$ cat src/hw/schedulerPkg.sv
//////////////////////////////////////////////////
// Scheduler sizes, vector types and the selective
// flush range check shared by the wakeup pipeline.
// Modules pull it in with a wildcard import.
//////////////////////////////////////////////////

`default_nettype none

package schedulerPkg;

    // Issue queue
    localparam int iqEntries = 16;
    typedef logic [$clog2(iqEntries)-1:0] iqIndexT;
    // One bit per issue-queue entry, used for producer vectors and flush masks
    typedef logic [iqEntries-1:0] iqOneHotT;

    // Active list
    localparam int activeListEntries = 32;
    typedef logic [$clog2(activeListEntries)-1:0] activeListIndexT;

    // Select slots, integer slots first, then the memory slot
    localparam int intIssueWidth = 2;
    localparam int memIssueWidth = 1;
    localparam int issueWidth = intIssueWidth + memIssueWidth;

    // Pipeline depth of each lane in cycles
    localparam int intLatency = 1;
    localparam int memLatency = 2;

    // Counter for how long flushed ops may still sit in a lane
    typedef logic [1:0] flushCountT;

    // True when ptr lies in [headPtr, tailPtr) on the circular active list,
    // or when every instruction is flushed
    function automatic logic inFlushRange(
        input activeListIndexT ptr,
        input activeListIndexT headPtr,
        input activeListIndexT tailPtr,
        input logic flushAll
    );
        logic hit;
        if (flushAll) begin
            hit = 1'b1;
        end else if (headPtr == tailPtr) begin
            // Empty range
            hit = 1'b0;
        end else if (headPtr < tailPtr) begin
            hit = (ptr >= headPtr) && (ptr < tailPtr);
        end else begin
            // Range wraps past the last entry
            hit = (ptr >= headPtr) || (ptr < tailPtr);
        end
        return hit;
    endfunction

endpackage

`default_nettype wire

$ cat src/hw/flushWindow.sv
//////////////////////////////////////////////////
// Recovery bookkeeping for the wakeup pipeline.
// Latches the selective flush range and tracks,
// per lane, how long flushed ops may still exit.
//////////////////////////////////////////////////

`timescale 1ns/1ns
`default_nettype none

module flushWindow import schedulerPkg::*; (
    input  logic            clk,
    input  logic            arstN,
    input  logic            stall,

    // Recovery request
    input  logic            toRecoveryPhase,
    input  logic            recoveryFromRwStage,
    input  activeListIndexT flushRangeHeadPtr,
    input  activeListIndexT flushRangeTailPtr,
    input  logic            flushAllInsns,

    // Latched range for the lanes
    output activeListIndexT rangeHeadPtr,
    output activeListIndexT rangeTailPtr,
    output logic            rangeAll,

    // Lane controls
    output logic            recoveryClear,
    output logic            intWindowActive,
    output logic            memWindowActive,
    output logic            flushedOpExist
);

    logic       rwRecovery;
    logic [1:0] windowActive;

    // Register-write recovery flushes selectively, any other stage flushes everything
    assign rwRecovery    = toRecoveryPhase && recoveryFromRwStage;
    assign recoveryClear = toRecoveryPhase && !recoveryFromRwStage;

    always_ff @(posedge clk or negedge arstN) begin
        if (!arstN) begin
            rangeHeadPtr <= '0;
            rangeTailPtr <= '0;
            rangeAll     <= 1'b0;
        end else if (rwRecovery) begin
            rangeHeadPtr <= flushRangeHeadPtr;
            rangeTailPtr <= flushRangeTailPtr;
            rangeAll     <= flushAllInsns;
        end
    end

    // One countdown per lane with index 0 for integer and 1 for memory
    for (genvar lane = 0; lane < 2; lane++) begin : gLaneWindow
        localparam flushCountT seed = (lane == 0) ? flushCountT'(intLatency)
                                                  : flushCountT'(memLatency);
        flushCountT count;

        always_ff @(posedge clk or negedge arstN) begin
            if (!arstN) begin
                count <= '0;
            end else if (rwRecovery) begin
                count <= seed;
            end else if (count == seed) begin
                // Entry stage holds under stall, so the first step waits for it
                if (!stall) begin
                    count <= count - 1'b1;
                end
            end else if (count != '0) begin
                count <= count - 1'b1;
            end
        end

        assign windowActive[lane] = (count != '0);
    end

    assign intWindowActive = windowActive[0];
    assign memWindowActive = windowActive[1];
    assign flushedOpExist  = |windowActive;

endmodule

`default_nettype wire

$ cat src/hw/wakeupLane.sv
//////////////////////////////////////////////////
// Pipeline registers of one wakeup lane. Admits
// selected ops, carries them laneLatency cycles and
// wakes consumers and frees entries on exit.
//////////////////////////////////////////////////

`timescale 1ns/1ns
`default_nettype none

module wakeupLane import schedulerPkg::*; #(
    parameter int laneLatency = intLatency,
    parameter int laneWidth   = intIssueWidth
) (
    input  logic                              clk,
    input  logic                              arstN,
    input  logic                              stall,
    input  logic                              recoveryClear,

    // From select logic
    input  logic            [laneWidth-1:0]   selected,
    input  iqIndexT         [laneWidth-1:0]   selectedPtr,
    input  iqOneHotT        [laneWidth-1:0]   selectedVector,
    input  activeListIndexT [laneWidth-1:0]   selectedActiveListPtr,
    input  iqOneHotT                          flushIqEntry,

    // Selective flush window
    input  logic                              windowActive,
    input  activeListIndexT                   rangeHeadPtr,
    input  activeListIndexT                   rangeTailPtr,
    input  logic                              rangeAll,

    // To the issue queue
    output logic            [laneWidth-1:0]   wakeup,
    output iqIndexT         [laneWidth-1:0]   wakeupPtr,
    output iqOneHotT        [laneWidth-1:0]   wakeupVector,
    output logic            [laneWidth-1:0]   releaseEntry,
    output iqIndexT         [laneWidth-1:0]   releasePtr
);

    // Stage laneLatency-1 is the entry stage, stage 0 the exit stage
    logic            stageValid         [laneWidth][laneLatency];
    iqIndexT         stagePtr           [laneWidth][laneLatency];
    iqOneHotT        stageDepVector     [laneWidth][laneLatency];
    activeListIndexT stageActiveListPtr [laneWidth][laneLatency];

    logic [laneWidth-1:0] admit;
    logic [laneWidth-1:0] exitFlush;
    logic                 gateByStall;

    // Drop ops whose issue-queue entry is flushed this cycle
    always_comb begin
        for (int i = 0; i < laneWidth; i++) begin
            admit[i] = selected[i] && !flushIqEntry[selectedPtr[i]];
        end
    end

    always_ff @(posedge clk or negedge arstN) begin
        if (!arstN) begin
            for (int i = 0; i < laneWidth; i++) begin
                for (int j = 0; j < laneLatency; j++) begin
                    stageValid[i][j] <= 1'b0;
                end
            end
        end else if (recoveryClear) begin
            for (int i = 0; i < laneWidth; i++) begin
                for (int j = 0; j < laneLatency; j++) begin
                    stageValid[i][j] <= 1'b0;
                end
            end
        end else if (!stall) begin
            for (int i = 0; i < laneWidth; i++) begin
                for (int j = 0; j < laneLatency - 1; j++) begin
                    stageValid[i][j] <= stageValid[i][j+1];
                end
                stageValid[i][laneLatency-1] <= admit[i];
            end
        end else begin
            // Entry stage holds, later stages drain with a bubble behind it
            for (int i = 0; i < laneWidth; i++) begin
                for (int j = 0; j < laneLatency - 1; j++) begin
                    if (j == laneLatency - 2) begin
                        stageValid[i][j] <= 1'b0;
                    end else begin
                        stageValid[i][j] <= stageValid[i][j+1];
                    end
                end
            end
        end
    end

    always_ff @(posedge clk) begin
        for (int i = 0; i < laneWidth; i++) begin
            if (!stall) begin
                for (int j = 0; j < laneLatency - 1; j++) begin
                    stagePtr[i][j]           <= stagePtr[i][j+1];
                    stageDepVector[i][j]     <= stageDepVector[i][j+1];
                    stageActiveListPtr[i][j] <= stageActiveListPtr[i][j+1];
                end
                stagePtr[i][laneLatency-1]           <= selectedPtr[i];
                stageDepVector[i][laneLatency-1]     <= selectedVector[i];
                stageActiveListPtr[i][laneLatency-1] <= selectedActiveListPtr[i];
            end else begin
                for (int j = 0; j < laneLatency - 1; j++) begin
                    if (j == laneLatency - 2) begin
                        // Bubble carries no producer bits
                        stageDepVector[i][j] <= '0;
                    end else begin
                        stagePtr[i][j]           <= stagePtr[i][j+1];
                        stageDepVector[i][j]     <= stageDepVector[i][j+1];
                        stageActiveListPtr[i][j] <= stageActiveListPtr[i][j+1];
                    end
                end
            end
        end
    end

    // A single-stage lane exits straight from the stalled register
    assign gateByStall = (laneLatency == 1) && stall;

    always_comb begin
        for (int i = 0; i < laneWidth; i++) begin
            exitFlush[i] = windowActive && inFlushRange(stageActiveListPtr[i][0],
                rangeHeadPtr, rangeTailPtr, rangeAll);
            wakeup[i]       = stageValid[i][0] && !exitFlush[i] && !gateByStall;
            wakeupPtr[i]    = stagePtr[i][0];
            wakeupVector[i] = gateByStall ? '0 : stageDepVector[i][0];
            // Flushed ops still free their entry
            releaseEntry[i] = stageValid[i][0] && !gateByStall;
            releasePtr[i]   = stagePtr[i][0];
        end
    end

endmodule

`default_nettype wire

$ cat src/hw/wakeupPipeTop.sv
//////////////////////////////////////////////////
// Wakeup pipeline register of the scheduler. Splits
// the select slots into the integer and memory
// lanes and shares one recovery flush window.
//////////////////////////////////////////////////

`timescale 1ns/1ns
`default_nettype none

module wakeupPipeTop import schedulerPkg::*; (
    input  logic                              clk,
    input  logic                              arstN,
    input  logic                              stall,

    // Select slots
    input  logic            [issueWidth-1:0]  selected,
    input  iqIndexT         [issueWidth-1:0]  selectedPtr,
    input  iqOneHotT        [issueWidth-1:0]  selectedVector,
    input  activeListIndexT [issueWidth-1:0]  selectedActiveListPtr,

    // Recovery
    input  iqOneHotT                          flushIqEntry,
    input  logic                              toRecoveryPhase,
    input  logic                              recoveryFromRwStage,
    input  activeListIndexT                   flushRangeHeadPtr,
    input  activeListIndexT                   flushRangeTailPtr,
    input  logic                              flushAllInsns,

    // Wakeup and release
    output logic            [issueWidth-1:0]  wakeup,
    output iqIndexT         [issueWidth-1:0]  wakeupPtr,
    output iqOneHotT        [issueWidth-1:0]  wakeupVector,
    output logic            [issueWidth-1:0]  releaseEntry,
    output iqIndexT         [issueWidth-1:0]  releasePtr,
    output logic                              flushedOpExist
);

    activeListIndexT rangeHeadPtr;
    activeListIndexT rangeTailPtr;
    logic            rangeAll;
    logic            recoveryClear;
    logic            intWindowActive;
    logic            memWindowActive;

    flushWindow flushWindowInst (
        .clk                 (clk),
        .arstN               (arstN),
        .stall               (stall),
        .toRecoveryPhase     (toRecoveryPhase),
        .recoveryFromRwStage (recoveryFromRwStage),
        .flushRangeHeadPtr   (flushRangeHeadPtr),
        .flushRangeTailPtr   (flushRangeTailPtr),
        .flushAllInsns       (flushAllInsns),
        .rangeHeadPtr        (rangeHeadPtr),
        .rangeTailPtr        (rangeTailPtr),
        .rangeAll            (rangeAll),
        .recoveryClear       (recoveryClear),
        .intWindowActive     (intWindowActive),
        .memWindowActive     (memWindowActive),
        .flushedOpExist      (flushedOpExist)
    );

    // Slots 0 and 1
    wakeupLane #(
        .laneLatency (intLatency),
        .laneWidth   (intIssueWidth)
    ) intLane (
        .clk                   (clk),
        .arstN                 (arstN),
        .stall                 (stall),
        .recoveryClear         (recoveryClear),
        .selected              (selected[intIssueWidth-1:0]),
        .selectedPtr           (selectedPtr[intIssueWidth-1:0]),
        .selectedVector        (selectedVector[intIssueWidth-1:0]),
        .selectedActiveListPtr (selectedActiveListPtr[intIssueWidth-1:0]),
        .flushIqEntry          (flushIqEntry),
        .windowActive          (intWindowActive),
        .rangeHeadPtr          (rangeHeadPtr),
        .rangeTailPtr          (rangeTailPtr),
        .rangeAll              (rangeAll),
        .wakeup                (wakeup[intIssueWidth-1:0]),
        .wakeupPtr             (wakeupPtr[intIssueWidth-1:0]),
        .wakeupVector          (wakeupVector[intIssueWidth-1:0]),
        .releaseEntry          (releaseEntry[intIssueWidth-1:0]),
        .releasePtr            (releasePtr[intIssueWidth-1:0])
    );

    // Slot 2, loads only
    wakeupLane #(
        .laneLatency (memLatency),
        .laneWidth   (memIssueWidth)
    ) memLane (
        .clk                   (clk),
        .arstN                 (arstN),
        .stall                 (stall),
        .recoveryClear         (recoveryClear),
        .selected              (selected[issueWidth-1:intIssueWidth]),
        .selectedPtr           (selectedPtr[issueWidth-1:intIssueWidth]),
        .selectedVector        (selectedVector[issueWidth-1:intIssueWidth]),
        .selectedActiveListPtr (selectedActiveListPtr[issueWidth-1:intIssueWidth]),
        .flushIqEntry          (flushIqEntry),
        .windowActive          (memWindowActive),
        .rangeHeadPtr          (rangeHeadPtr),
        .rangeTailPtr          (rangeTailPtr),
        .rangeAll              (rangeAll),
        .wakeup                (wakeup[issueWidth-1:intIssueWidth]),
        .wakeupPtr             (wakeupPtr[issueWidth-1:intIssueWidth]),
        .wakeupVector          (wakeupVector[issueWidth-1:intIssueWidth]),
        .releaseEntry          (releaseEntry[issueWidth-1:intIssueWidth]),
        .releasePtr            (releasePtr[issueWidth-1:intIssueWidth])
    );

endmodule

`default_nettype wire

$ cat config.mk
export PLATFORM = sky130hd
export DESIGN_NAME = wakeupPipeTop
export DESIGN_NICKNAME = d
export VERILOG_FILES = /design/src/hw/schedulerPkg.sv /design/src/hw/flushWindow.sv /design/src/hw/wakeupLane.sv /design/src/hw/wakeupPipeTop.sv
export SDC_FILE = /design/constraint.sdc
export NUM_CORES = 1
export LEC_CHECK = 0
export ABC_AREA = 1
export BUFFER_PORTS_ARGS = -buffer_cell sky130_fd_sc_hd__buf_4
export CORE_MARGIN = 3
export CORE_UTILIZATION = 30
export CTS_CLUSTER_DIAMETER = 40
export DETAILED_ROUTE_END_ITERATION = 12
export HOLD_SLACK_MARGIN = 0.05
export SLEW_MARGIN = 20
export SYNTH_ARGS = -nofsm -noshare
export SYNTH_HDL_FRONTEND = slang
export SYNTH_SLANG_ARGS = --single-unit
export TNS_END_PERCENT = 20
$ cat constraint.sdc
create_clock -name clk -period 2.2 [get_ports clk]
set_input_delay 0.44 -clock clk [delete_from_list [all_inputs] [get_ports clk]]
set_output_delay 0.44 -clock clk [all_outputs]
set_load 0.01 [all_outputs]
==> metrics.txt <==
vias per std cell=4.289; WL/cell=14.28 um; Reg area=3318 sq um; Seq/Total Area, Yosys=0.5853; number of cells on the worst reg-to-reg path=5; commonest non-fill, non-tap cells in the layout=buf_4, inv_1, nand2_1, edfxtp_1, nor2_1; final hold vios=0; CTS sink count=119; clk_lat worst skew=0.41 ns; Die Area=20580 sq um; Power Density=~870 nW/um^2; vias in the first global route=about 4000; slew at the pin closest to its max-slew limit=between 0.3 and 0.4 ns; Most common cell on crit path=nand2_1; Min-Delay Path Class=primary input to flip-flop; capturing point of the worst reg2reg path=flushWindowInst.gLaneWindow[1].count[1]; family with the most delay on the worst path=simple AND/OR/NAND/NOR gates; FMAX=0.4018 GHz; 1st-iter DRT viols=236; number of core rows=49; Final WS setup=-0.2889 ns; number of H-tree levels=4; number of top-level pins=189; relative slew slack=0.7542; area grow syn2layout=38.84%; Initial Util=0.3103; slowest stage delay, CP=0.42 ns; Yosys cell types=20; Total Neg Setup Slack=-0.8365 ns; commonest non-fill, non-tap cell in the layout=buf_4; unrepaired setup endpoints after global routing=yes; Yosys reg bits=between 100 and 150; GR Util All Layers=0.1357; Setup Skew=between 0.005 and 0.006 ns; dpl hpwl=10600 um; placed cells=between 900 and 1000; failing checks=negative setup slack; Startpoint Class=flip-flop; leakage=3.785 nW; maximum VDD drop=between 0.5 and 0.6 mV; cells after synthesis=approximately 570; Final min period=about 2.5 ns; vias=4233; endpoints failing setup=3; pre-CTS WS=0.03312 ns; first-pass GRT wire length=21440 um; antenna cells=0; Worst Hold Depth=1; Post-Synthesis Net Count=715; die width=143.5 um; setup slack, reg-to-reg=approximately 1.0 ns; Setup Crit Path Kind=flip-flop to primary output; final wirelength=14100 um; max_cap viols=0; filler instances=around 1800; core area=18270 sq um; root buffer cell=clkbuf_16; die height=143.5 um; CP arrival=2.05 ns; # DRC=0; Mean Syn Cell Area=9.963 sq um; Crit Path Max Fanout=4; grt ovf=0; Clock transition at path regs=roughly 0.06 ns; TritonRoute pass-1 iters=4; initial antenna violation count=1; Worst EP required=1.76 ns; layout cell share with drive strength beyond 1=0.3456; largest net degree at the start of global routing=29; TritonCTS Buffers=17; area of the multi-input gates=1717 sq um; synthesized cell area=5669 sq um; GP Congestion=0.8128; Antenna Violating Nets Remaining=0; cell chain of the critical path=inv_2, ha_1, nand2_1, nand2_1, nand2_1, nand3_1, nor2_1, nor2_1, nand2_1, nand2_1, a21oi_1, buf_4; # nets final=891; CP bufs+invs=2; Reg-to-Reg Start=flushWindowInst.gLaneWindow[1].count[0]; CP endpoint kind=primary output; PortBufs=188; non-filler instance count after layout=a little under 1000; CTS tree=yes; Synth warnings=0; part of the cycle the worst path needs=1.131; outcome=finished, violations left; min-delay src=selectedVector[44]; clock buffer depth=2; Slowest-stage cell, CP=dfrtp_1; Hold Path End=memLane.stageDepVector[0][12]; Final Max Slew Viols=0
[layout make-up]
| class | instances | area share |
|---|---|---|
| clock buffers | 17 | 0.05405 |
| clock inverters | 15 | 0.02130 |
| well taps | 229 | 0.03640 |
| multi-input cells | 293 | 0.2181 |
| inverters | 110 | 0.05325 |
| repair buffers | 204 | 0.1954 |
| flip-flops and latches | 119 | 0.4216 |
[cell families (layout without fill, tap and decap cells)]
family / after synthesis / count (layout) / synth area share
and+or+nand+nor: 193 / 193 / 0.1379
buffers and inverters: 157 / 346 / 0.1335
DFF: 119 / 119 / 0.5853
AOI/OAI and AO/OA: 64 / 64 / 0.06378
adders and majority gates: 36 / 36 / 0.07945
[per-layer routing]
layer	up-vias	share of wire	track usage
met5	-	0.0014	0
li1	2167	-	-
met2	128	0.50	0.2193
met1	1919	0.42	0.1704
met4	2	0.014	0.05600
met3	17	0.060	0.04027
[per-stage QoR]
stage	hold slack [ns]	utilization	power, W	area (sq um)
3_5_place_dp	0.3405	0.3879	0.003948	7087
3_3_place_gp	0.3439	0.3879	0.003929	7087
2_1_floorplan	0.1444	-	0.003484	5677
6_report	0.1959	0.4308	0.006809	7871
4_1_cts	0.1718	0.4228	0.006804	7725
5_1_grt	0.1701	0.4308	0.007195	7871
[synthesized netlist by cell type, drive strengths merged]
| cell | instances | area [sq um] |
|---|---|---|
| buf | 43 | 327.8 |
| ha | 36 | 450.4 |
| o21ai | 28 | 140.1 |
| clkbuf | 4 | 16.26 |
| edfxtp | 84 | 2522 |
| a31oi | 1 | 6.260 |
| nand4 | 5 | 31.28 |
| inv | 110 | 412.9 |
| nand3b | 3 | 22.52 |
| a21oi | 19 | 95.09 |
| dfxtp | 16 | 320.3 |
| nand3 | 24 | 120.1 |
| nand2 | 93 | 349.1 |
| nor2 | 67 | 251.5 |
| dfrtp | 19 | 475.5 |
| o211ai | 16 | 120.1 |
| nor3b | 1 | 7.510 |
[where the power goes]
group / switching (W) / internal (W) / leakage (nW)
Sequential: 0.0000893 / 0.00263 / 1.19
Combinational: 0.000694 / 0.000600 / 2.31
Clock: 0.00110 / 0.00169 / 0.280
Total: 0.00188 / 0.00493 / 3.78
[registers in the layout, summed over array words and instances, names as in the netlist]
signal and cells:
flushWindowInst.rangeHeadPtr 5, flushWindowInst.rangeAll 1, intLane.stagePtr 8, memLane.releaseEntry 1, memLane.stagePtr 8, intLane.stageValid 2, memLane.stageActiveListPtr 10, flushWindowInst.gLaneWindow.count 4
intLane.stageActiveListPtr 10, memLane.stageValid 1, flushWindowInst.rangeTailPtr 5, intLane.stageDepVector 32, memLane.stageDepVector 32
[worst max-delay path by stage]
stage	startpoint	to	slack [ns]	cells after the start
final	flushWindowInst.rangeHeadPtr[2]	wakeup[2]	-0.29	12
after global routing	flushWindowInst.rangeHeadPtr[2]	wakeup[0]	-0.45	12
after CTS	flushWindowInst.rangeTailPtr[4]	wakeup[1]	-0.28	12
after detailed placement	flushWindowInst.rangeTailPtr[3]	wakeup[1]	0.03	12
after global placement	flushWindowInst.rangeTailPtr[3]	wakeup[1]	0.07	12
after floorplan	stall	flushWindowInst.gLaneWindow[1].count[0]	-0.15	6
[repair_timing]
item	4_1_cts	5_1_grt
buffers inserted	3	4
hold endpoints to repair	19	0
endpoints found under the setup margin	3	3
resized for setup	10	20
pin swaps	1	7
cloned	0	0
hold buffers	1	0
No activity file was read; power rests on OpenSTA's default activity.
